### config.mk
export PLATFORM = sky130hd
export DESIGN_NAME = axil_subsys
export DESIGN_NICKNAME = d
export VERILOG_FILES = /design/src/hw/axil_pkg.sv /design/src/hw/regmap_pkg.sv /design/src/hw/axil_chan_buf.sv /design/src/hw/axil_master.sv /design/src/hw/axil_reg_slave.sv /design/src/hw/axil_subsys.sv
export VERILOG_INCLUDE_DIRS = /design/src /design/src/hw
export SDC_FILE = /design/constraint.sdc
export NUM_CORES = 1
export LEC_CHECK = 0
export ABC_CLOCK_PERIOD_IN_PS = 4250
export BUFFER_PORTS_ARGS = -buffer_cell sky130_fd_sc_hd__buf_2
export CORE_MARGIN = 3
export CORE_UTILIZATION = 35
export DETAILED_ROUTE_END_ITERATION = 6
export GPL_ROUTABILITY_DRIVEN = 0
export PLACE_DENSITY = 0.48
export SETUP_SLACK_MARGIN = 0.2
export SLEW_MARGIN = 20
export SYNTH_ARGS = -nofsm -noshare
export SYNTH_HDL_FRONTEND = slang
export SYNTH_SLANG_ARGS = --single-unit
### constraint.sdc
create_clock -name axi_if -period 4.25 [get_ports axi_if]
set_input_delay 0.425 -clock axi_if [delete_from_list [all_inputs] [get_ports axi_if]]
set_output_delay 0.425 -clock axi_if [all_outputs]
set_load 0.01 [all_outputs]
### src/hw/axil_params.svh
`ifndef AXIL_PARAMS_SVH
`define AXIL_PARAMS_SVH

// Bus widths
`define AXIL_ADDR_W 32
`define AXIL_DATA_W 32
`define AXIL_STRB_W 4

// Register block layout
`define REG_COUNT 8
`define REG_BASE 32'h0000_1000
`define REG_ID_VALUE 32'hA11C_0001

`endif

### src/hw/axil_pkg.sv
`default_nettype none

`include "axil_params.svh"

package axil_pkg;

    typedef enum logic [1:0] {
        OKAY   = 2'b00,
        EXOKAY = 2'b01,
        SLVERR = 2'b10,
        DECERR = 2'b11
    } resp_t;

    typedef logic [`AXIL_ADDR_W-1:0] addr_t;

    // W channel beat
    typedef struct packed {
        logic [`AXIL_DATA_W-1:0] data;
        logic [`AXIL_STRB_W-1:0] strb;
    } wbeat_t;

endpackage

`default_nettype wire

### src/hw/regmap_pkg.sv
`default_nettype none

`include "axil_params.svh"

package regmap_pkg;

    typedef logic [$clog2(`REG_COUNT)-1:0] reg_idx_t;

    // Outcome of an address decode
    typedef enum logic [1:0] {
        ACC_OK        = 2'b00,
        ACC_READ_ONLY = 2'b01,
        ACC_UNMAPPED  = 2'b10
    } access_t;

endpackage

`default_nettype wire

### src/hw/axil_chan_buf.sv
`timescale 1ns/1ns
`default_nettype none

module axil_chan_buf #(
    parameter type payload_t = logic
) (
    input  wire      axi_if,
    input  wire      rst_n,
    input  wire      in_valid,
    output logic     in_ready,
    input  wire      payload_t in_payload,
    input  wire      pop,
    output logic     out_valid,
    output payload_t out_payload
);

    logic full;

    assign in_ready  = ~full;
    assign out_valid = full;

    always_ff @(posedge axi_if) begin
        if (!rst_n) begin
            full <= 1'b0;
        end else if (in_valid && in_ready) begin
            full <= 1'b1;
        end else if (pop) begin
            full <= 1'b0;
        end
    end

    // Payload captured on the input handshake
    always_ff @(posedge axi_if) begin
        if (in_valid && in_ready) begin
            out_payload <= in_payload;
        end
    end

    a_pop_when_full: assert property (
        @(posedge axi_if) disable iff (!rst_n) pop |-> full
    );

endmodule

`default_nettype wire

### src/hw/axil_master.sv
`timescale 1ns/1ns
`default_nettype none

`include "axil_params.svh"

module axil_master (
    input  wire                     axi_if,
    input  wire                     rst_n,
    input  wire                     write_req,
    input  wire axil_pkg::addr_t    write_addr,
    input  wire [`AXIL_DATA_W-1:0]  write_data,
    input  wire [`AXIL_STRB_W-1:0]  write_strb,
    output logic                    write_done,
    output axil_pkg::resp_t         write_resp,
    input  wire                     read_req,
    input  wire axil_pkg::addr_t    read_addr,
    output logic                    read_done,
    output logic [`AXIL_DATA_W-1:0] read_data,
    output axil_pkg::resp_t         read_resp,
    output axil_pkg::addr_t         awaddr,
    output logic                    awvalid,
    input  wire                     awready,
    output logic [`AXIL_DATA_W-1:0] wdata,
    output logic [`AXIL_STRB_W-1:0] wstrb,
    output logic                    wvalid,
    input  wire                     wready,
    input  wire axil_pkg::resp_t    bresp,
    input  wire                     bvalid,
    output logic                    bready,
    output axil_pkg::addr_t         araddr,
    output logic                    arvalid,
    input  wire                     arready,
    input  wire [`AXIL_DATA_W-1:0]  rdata,
    input  wire axil_pkg::resp_t    rresp,
    input  wire                     rvalid,
    output logic                    rready
);

    typedef enum logic [1:0] {
        W_IDLE,
        W_ADDR_DATA,
        W_RESP
    } wr_state_t;

    typedef enum logic [1:0] {
        R_IDLE,
        R_ADDR,
        R_DATA
    } rd_state_t;

    wr_state_t w_state;
    rd_state_t r_state;
    logic      aw_seen;
    logic      w_seen;
    logic      aw_accept;
    logic      w_accept;

    // AW and W may be accepted in either order or together
    assign aw_accept = aw_seen | (awvalid & awready);
    assign w_accept  = w_seen | (wvalid & wready);

    always_ff @(posedge axi_if) begin
        if (!rst_n) begin
            w_state    <= W_IDLE;
            awvalid    <= 1'b0;
            wvalid     <= 1'b0;
            bready     <= 1'b0;
            aw_seen    <= 1'b0;
            w_seen     <= 1'b0;
            write_done <= 1'b0;
        end else begin
            write_done <= 1'b0;
            case (w_state)
                W_IDLE: begin
                    if (write_req) begin
                        awvalid <= 1'b1;
                        wvalid  <= 1'b1;
                        aw_seen <= 1'b0;
                        w_seen  <= 1'b0;
                        w_state <= W_ADDR_DATA;
                    end
                end
                W_ADDR_DATA: begin
                    if (awvalid && awready) begin
                        awvalid <= 1'b0;
                        aw_seen <= 1'b1;
                    end
                    if (wvalid && wready) begin
                        wvalid <= 1'b0;
                        w_seen <= 1'b1;
                    end
                    if (aw_accept && w_accept) begin
                        bready  <= 1'b1;
                        w_state <= W_RESP;
                    end
                end
                W_RESP: begin
                    if (bvalid && bready) begin
                        bready     <= 1'b0;
                        write_done <= 1'b1;
                        w_state    <= W_IDLE;
                    end
                end
                default: w_state <= W_IDLE;
            endcase
        end
    end

    always_ff @(posedge axi_if) begin
        if (w_state == W_IDLE && write_req) begin
            awaddr <= write_addr;
            wdata  <= write_data;
            wstrb  <= write_strb;
        end
        if (w_state == W_RESP && bvalid && bready) begin
            write_resp <= bresp;
        end
    end

    always_ff @(posedge axi_if) begin
        if (!rst_n) begin
            r_state   <= R_IDLE;
            arvalid   <= 1'b0;
            rready    <= 1'b0;
            read_done <= 1'b0;
        end else begin
            read_done <= 1'b0;
            case (r_state)
                R_IDLE: begin
                    if (read_req) begin
                        arvalid <= 1'b1;
                        r_state <= R_ADDR;
                    end
                end
                R_ADDR: begin
                    if (arvalid && arready) begin
                        arvalid <= 1'b0;
                        rready  <= 1'b1;
                        r_state <= R_DATA;
                    end
                end
                R_DATA: begin
                    if (rvalid && rready) begin
                        rready    <= 1'b0;
                        read_done <= 1'b1;
                        r_state   <= R_IDLE;
                    end
                end
                default: r_state <= R_IDLE;
            endcase
        end
    end

    always_ff @(posedge axi_if) begin
        if (r_state == R_IDLE && read_req) begin
            araddr <= read_addr;
        end
        if (r_state == R_DATA && rvalid && rready) begin
            read_data <= rdata;
            read_resp <= rresp;
        end
    end

    a_aw_hold: assert property (
        @(posedge axi_if) disable iff (!rst_n)
        awvalid && !awready |=> awvalid && $stable(awaddr)
    );

    a_ar_hold: assert property (
        @(posedge axi_if) disable iff (!rst_n)
        arvalid && !arready |=> arvalid && $stable(araddr)
    );

    // Requests are dropped while a direction is busy
    a_wr_req_idle: assert property (
        @(posedge axi_if) disable iff (!rst_n) write_req |-> w_state == W_IDLE
    );

    a_rd_req_idle: assert property (
        @(posedge axi_if) disable iff (!rst_n) read_req |-> r_state == R_IDLE
    );

endmodule

`default_nettype wire

### src/hw/axil_reg_slave.sv
`timescale 1ns/1ns
`default_nettype none

`include "axil_params.svh"

module axil_reg_slave (
    input  wire                     axi_if,
    input  wire                     rst_n,
    input  wire axil_pkg::addr_t    awaddr,
    input  wire                     awvalid,
    output logic                    awready,
    input  wire [`AXIL_DATA_W-1:0]  wdata,
    input  wire [`AXIL_STRB_W-1:0]  wstrb,
    input  wire                     wvalid,
    output logic                    wready,
    output axil_pkg::resp_t         bresp,
    output logic                    bvalid,
    input  wire                     bready,
    input  wire axil_pkg::addr_t    araddr,
    input  wire                     arvalid,
    output logic                    arready,
    output logic [`AXIL_DATA_W-1:0] rdata,
    output axil_pkg::resp_t         rresp,
    output logic                    rvalid,
    input  wire                     rready
);

    axil_pkg::addr_t      aw_addr;
    axil_pkg::addr_t      ar_addr;
    axil_pkg::wbeat_t     w_in;
    axil_pkg::wbeat_t     w_beat;
    logic                 aw_full;
    logic                 w_full;
    logic                 ar_full;
    logic                 do_write;
    logic                 do_read;
    regmap_pkg::access_t  wr_acc;
    regmap_pkg::access_t  rd_acc;
    regmap_pkg::reg_idx_t wr_idx;
    regmap_pkg::reg_idx_t rd_idx;
    axil_pkg::resp_t      wr_resp;
    logic [`AXIL_DATA_W-1:0] rd_word;

    // Register 0 is the ID constant and has no storage
    logic [`AXIL_DATA_W-1:0] regs [1:`REG_COUNT-1];

    function automatic regmap_pkg::reg_idx_t decode_idx(input axil_pkg::addr_t addr);
        axil_pkg::addr_t offset;
        offset = addr - `REG_BASE;
        return offset[2 +: $bits(regmap_pkg::reg_idx_t)];
    endfunction

    function automatic regmap_pkg::access_t decode_acc(input axil_pkg::addr_t addr);
        axil_pkg::addr_t offset;
        offset = addr - `REG_BASE;
        if (offset >= axil_pkg::addr_t'(`REG_COUNT * 4)) begin
            return regmap_pkg::ACC_UNMAPPED;
        end
        if (decode_idx(addr) == '0) begin
            return regmap_pkg::ACC_READ_ONLY;
        end
        return regmap_pkg::ACC_OK;
    endfunction

    assign w_in.data = wdata;
    assign w_in.strb = wstrb;

    axil_chan_buf #(.payload_t(axil_pkg::addr_t)) aw_buf (
        .axi_if      (axi_if),
        .rst_n       (rst_n),
        .in_valid    (awvalid),
        .in_ready    (awready),
        .in_payload  (awaddr),
        .pop         (do_write),
        .out_valid   (aw_full),
        .out_payload (aw_addr)
    );

    axil_chan_buf #(.payload_t(axil_pkg::wbeat_t)) w_buf (
        .axi_if      (axi_if),
        .rst_n       (rst_n),
        .in_valid    (wvalid),
        .in_ready    (wready),
        .in_payload  (w_in),
        .pop         (do_write),
        .out_valid   (w_full),
        .out_payload (w_beat)
    );

    axil_chan_buf #(.payload_t(axil_pkg::addr_t)) ar_buf (
        .axi_if      (axi_if),
        .rst_n       (rst_n),
        .in_valid    (arvalid),
        .in_ready    (arready),
        .in_payload  (araddr),
        .pop         (do_read),
        .out_valid   (ar_full),
        .out_payload (ar_addr)
    );

    // A pending response holds the buffers full
    assign do_write = aw_full & w_full & ~bvalid;
    assign do_read  = ar_full & ~rvalid;

    assign wr_acc = decode_acc(aw_addr);
    assign wr_idx = decode_idx(aw_addr);
    assign rd_acc = decode_acc(ar_addr);
    assign rd_idx = decode_idx(ar_addr);

    always_comb begin
        case (wr_acc)
            regmap_pkg::ACC_OK:        wr_resp = axil_pkg::OKAY;
            regmap_pkg::ACC_READ_ONLY: wr_resp = axil_pkg::SLVERR;
            default:                   wr_resp = axil_pkg::DECERR;
        endcase
    end

    always_comb begin
        case (rd_acc)
            regmap_pkg::ACC_OK:        rd_word = regs[rd_idx];
            regmap_pkg::ACC_READ_ONLY: rd_word = `REG_ID_VALUE;
            default:                   rd_word = '0;
        endcase
    end

    always_ff @(posedge axi_if) begin
        if (!rst_n) begin
            for (int i = 1; i < `REG_COUNT; i++) begin
                regs[i] <= '0;
            end
        end else if (do_write && wr_acc == regmap_pkg::ACC_OK) begin
            // Only strobed byte lanes change
            for (int b = 0; b < `AXIL_STRB_W; b++) begin
                if (w_beat.strb[b]) begin
                    regs[wr_idx][8*b +: 8] <= w_beat.data[8*b +: 8];
                end
            end
        end
    end

    always_ff @(posedge axi_if) begin
        if (!rst_n) begin
            bvalid <= 1'b0;
            rvalid <= 1'b0;
        end else begin
            if (do_write) begin
                bvalid <= 1'b1;
            end else if (bready) begin
                bvalid <= 1'b0;
            end
            if (do_read) begin
                rvalid <= 1'b1;
            end else if (rready) begin
                rvalid <= 1'b0;
            end
        end
    end

    always_ff @(posedge axi_if) begin
        if (do_write) begin
            bresp <= wr_resp;
        end
        if (do_read) begin
            rdata <= rd_word;
            rresp <= (rd_acc == regmap_pkg::ACC_UNMAPPED) ? axil_pkg::DECERR : axil_pkg::OKAY;
        end
    end

    a_b_hold: assert property (
        @(posedge axi_if) disable iff (!rst_n)
        bvalid && !bready |=> bvalid && $stable(bresp)
    );

endmodule

`default_nettype wire

### src/hw/axil_subsys.sv
`timescale 1ns/1ns
`default_nettype none

`include "axil_params.svh"

module axil_subsys (
    input  wire                     axi_if,
    input  wire                     rst_n,
    input  wire                     write_req,
    input  wire axil_pkg::addr_t    write_addr,
    input  wire [`AXIL_DATA_W-1:0]  write_data,
    input  wire [`AXIL_STRB_W-1:0]  write_strb,
    output logic                    write_done,
    output axil_pkg::resp_t         write_resp,
    input  wire                     read_req,
    input  wire axil_pkg::addr_t    read_addr,
    output logic                    read_done,
    output logic [`AXIL_DATA_W-1:0] read_data,
    output axil_pkg::resp_t         read_resp
);

    // AXI4-Lite channels between master and slave
    axil_pkg::addr_t         awaddr;
    logic                    awvalid;
    logic                    awready;
    logic [`AXIL_DATA_W-1:0] wdata;
    logic [`AXIL_STRB_W-1:0] wstrb;
    logic                    wvalid;
    logic                    wready;
    axil_pkg::resp_t         bresp;
    logic                    bvalid;
    logic                    bready;
    axil_pkg::addr_t         araddr;
    logic                    arvalid;
    logic                    arready;
    logic [`AXIL_DATA_W-1:0] rdata;
    axil_pkg::resp_t         rresp;
    logic                    rvalid;
    logic                    rready;

    axil_master master0 (
        .axi_if     (axi_if),
        .rst_n      (rst_n),
        .write_req  (write_req),
        .write_addr (write_addr),
        .write_data (write_data),
        .write_strb (write_strb),
        .write_done (write_done),
        .write_resp (write_resp),
        .read_req   (read_req),
        .read_addr  (read_addr),
        .read_done  (read_done),
        .read_data  (read_data),
        .read_resp  (read_resp),
        .awaddr     (awaddr),
        .awvalid    (awvalid),
        .awready    (awready),
        .wdata      (wdata),
        .wstrb      (wstrb),
        .wvalid     (wvalid),
        .wready     (wready),
        .bresp      (bresp),
        .bvalid     (bvalid),
        .bready     (bready),
        .araddr     (araddr),
        .arvalid    (arvalid),
        .arready    (arready),
        .rdata      (rdata),
        .rresp      (rresp),
        .rvalid     (rvalid),
        .rready     (rready)
    );

    axil_reg_slave slave0 (
        .axi_if  (axi_if),
        .rst_n   (rst_n),
        .awaddr  (awaddr),
        .awvalid (awvalid),
        .awready (awready),
        .wdata   (wdata),
        .wstrb   (wstrb),
        .wvalid  (wvalid),
        .wready  (wready),
        .bresp   (bresp),
        .bvalid  (bvalid),
        .bready  (bready),
        .araddr  (araddr),
        .arvalid (arvalid),
        .arready (arready),
        .rdata   (rdata),
        .rresp   (rresp),
        .rvalid  (rvalid),
        .rready  (rready)
    );

endmodule

`default_nettype wire

==> impl_metrics.csv <==
group,metric,value,unit
run_status,status,"finished clean",
placed_design,port_buffers,137,
clocking,cts.clk_slew.worst_paths,60,ps
setup_path,reg2reg_to,"slave0.regs[4][8]",
setup_path,max_stage_delay,530,ps
synthesis,async_flop_share,0,%
power,powerDensity,458,nW/um^2
worst_hold_path,hold_path_class,"in -> reg",
power,netSwitchingFraction,21.5,%
power,power.share.clock,40.9,%
final_layout,layout_common_cells,"edfxtp_1, nor2_1, buf_2",
synthesis,ys_ff_latch,510,
floorplan,core,55300,um^2
placed_design,dpl_cell_area,21400,um^2
setup_path,cp-end-kind,"flip-flop",
power,p_sw,2.36,mW
placed_design,dp_hpwl,29.3,mm
drt,drc,0,
final_layout,nNetsFinal,1586,
setup_path,critical_path_class,"reg -> reg",
setup_path,critPathArrivalTime,3260,ps
synthesis,synth_edf_count,492,
setup_path,path_buf_inv,2,
clocking,cts_buffers,54,
clocking,cts-htree-levels,2,
synthesis,synth-seq-area-share,77.1,%
power,comb_power_share,5.7,%
final_layout,area_growth_syn_to_layout,22.6,%
setup_path,path_depth,6,
synthesis,postSynthCellCount,1225,
setup_path,r2r_start,"slave0.aw_buf.out_payload[24]",
setup_path,crit_end,"slave0.regs[4][8]",
synthesis,synthDistinctLibCells,42,
setup_path,ff2ff_path_depth,6,
power,p_int,8.65,mW
floorplan,start_util,35.5,%
synthesis,synthFlopType,"edfxtp_1",
sta,tightest_slew,1040,ps
sta,post-route-period-util,70.1,%
clocking,cts_setup_buffers,0,
setup_path,required,4530,ps
global_route,grt-ovfl-total,0,
drt,ant_nets,0,
sta,drv_slew,0,
sta,rsz0062_at_grt,"no",
floorplan,dieArea,58900,um^2
power,leakagePower,7.96,nW
clocking,cts_tree,"done",
final_layout,diodes,0,
final_layout,mostFrequentLayoutCell,"edfxtp_1",
setup_path,crit_start,"slave0.aw_buf.out_payload[24]",
sta,setup_tns,0,ps
power,peakVddDrop,0.289,mV
sta,fin_crit,2980,ps
synthesis,syn_area,19600,um^2
setup_path,ff2ff_setup_slack,1270,ps
sta,setup_violations,0,
sta,fmax,336,MHz
drt,drt_iter0_drc,858,
global_route,grt_first_pass_wirelength,72.2,mm
global_route,grt_pass1_vias,12018,
sta,finalHoldViolations,0,
floorplan,rows,86,
setup_path,path_common_cell,"buf_4",
synthesis,yosysWarnings,0,
clocking,clkLatencyLatePin,590,ps
global_route,grtUsageTotal,16.0,%
final_layout,final_area,24000,um^2
floorplan,dieHeight,243,um
setup_path,slowest_stage,"o41ai_1",
drt,routed_wirelength,47.0,mm
setup_path,worstPathCellList,"nor4_1 -> and4_1 -> nand3_4 -> buf_4 -> o41ai_1 -> buf_4",
worst_hold_path,holdPathStages,1,
power,pwr-share-seq,53.5,%
global_route,antenna_found_initial,0,
drt,vias_per_cell,4.98,
setup_path,start_kind,"flip-flop",
floorplan,die_w,243,um
drt,drt_first_pass_iters,5,
setup_path,cp_top_family,"simple AND/OR/NAND/NOR gates",
final_layout,drive_above_1_share,23.5,%
synthesis,postSynthAreaPerCell,16.0,um^2
clocking,root_buffer,"clkbuf_16",
setup_path,path_max_fanout,31,
drt,vias,11323,
clocking,clkSinkCount,510,
drt,wire_per_inst,20.7,um
floorplan,num_io_pins,142,
sta,skew,26.8,ps
sta,maxSlewHeadroom,30.5,%
job,cap_viol_max_count,0,
global_route,grt_max_degree,55,
clocking,cts.path.max_buffers,3,
==> layer usage <==
metal	up-vias	track usage [%]	share of wire (%)
met5	-	0	0
met2	284	26.3	48
met4	0	4.64	1.8
li1	5319	-	-
met1	5664	22.1	46
met3	56	2.65	4.8
==> metrics by stage <==
stage / setup slack [ps] / total power, mW / utilization (%) / cells / hold WS, ps
after floorplan: 461 / 6.29 / - / 1230 / 400
after global placement: 1330 / 6.55 / 38.8 / 2084 / 402
after detailed placement: 1250 / 6.56 / 38.8 / 2084 / 405
after CTS: 1210 / 11.2 / 43.5 / 2273 / 2.05
after global routing: 1020 / 11.4 / 43.5 / 2273 / 7.14
final: 1270 / 11.0 / 43.5 / 2273 / 47.1
==> registers in the layout (all words and copies together) (netlist names), 2 cells and up <==
| signal | count |
|---|---|
| slave0.aw_buf.out_payload | 30 |
| master0.araddr | 30 |
| master0.w_state | 2 |
| master0.wdata | 32 |
| master0.awaddr | 30 |
| master0.wstrb | 4 |
| slave0.bresp | 2 |
| master0.r_state | 2 |
| master0.write_resp | 2 |
| slave0.regs | 230 |
| slave0.w_buf.out_payload | 36 |
| slave0.ar_buf.out_payload | 30 |
| slave0.rdata | 32 |
| master0.read_data | 32 |
==> final cells by class <==
class / instances / area [um^2]
inverter: 7 / 26.3
fill: 4991 / 31300
tap: 748 / 936
timing repair buffer: 295 / 2130
clock inverter: 23 / 173
clock buffer: 76 / 1530
multi-input combinational: 614 / 4120
sequential: 510 / 15100
==> timing repair <==
item,in CTS,in global routing
endpoints found under the hold margin,90,0
hold buffers,90,0
gates resized for setup,0,0
==> power groups by stage <==
| stage | clock (mW) | combinational (mW) | sequential, mW |
|---|---|---|---|
| finish | 4.50 | 0.626 | 5.89 |
| detailed placement | 0 | 0.568 | 6.00 |
| CTS | 4.64 | 0.636 | 5.89 |
| global route | 4.85 | 0.687 | 5.91 |
| floorplan | 0 | 0.346 | 5.95 |
| global placement | 0 | 0.559 | 5.99 |
==> worst min path at each step <==
stage	start	slack, ps	end
6_report	read_addr[15]	50	master0.araddr[15]
5_1_grt	read_addr[15]	7	master0.araddr[15]
4_1_cts	read_addr[15]	2	master0.araddr[15]
3_5_place_dp	slave0.rdata[11]	400	master0.read_data[11]
3_3_place_gp	master0.araddr[15]	400	slave0.ar_buf.out_payload[15]
2_1_floorplan	slave0.rdata[0]	400	master0.read_data[0]
==> cells by family after synthesis <==
| group | Yosys count | share of synthesized area [%] |
|---|---|---|
| buffers and inverters | 106 | 2.32 |
| multiplexers | 65 | 5.55 |
| XOR/XNOR | 1 | 0.0446 |
| other | 1 | 0.0191 |
| flip-flops | 510 | 77.1 |
| AND/OR/NAND/NOR | 442 | 11.0 |
| AO/OA/AOI/OAI | 100 | 3.88 |
==> cells in the mapped netlist (all sizes together) (17+ instances only) <==
| cell type | number | area share (%) |
|---|---|---|
| edfxtp | 492 | 75 |
| nor2 | 143 | 2.7 |
| nor4 | 105 | 3.3 |
| clkbuf | 74 | 1.4 |
| nand2 | 68 | 1.3 |
| nor3 | 53 | 1.4 |
| mux4 | 32 | 3.7 |
| mux2 | 31 | 1.8 |
| nand3 | 28 | 0.78 |
| o41ai | 28 | 1.2 |
| a221oi | 25 | 1.1 |
| buf | 25 | 0.77 |
| dfxtp | 18 | 1.8 |
| o21ai | 17 | 0.43 |
==> worst reg2reg max path: stages, from the launching register on <==
cell	delay (ps)
edfxtp_1	360
nor4_1	330
and4_1	390
nand3_4	380
buf_4	420
o41ai_1	530
buf_4	260
Note: power is estimated with default switching activity, not from simulation.
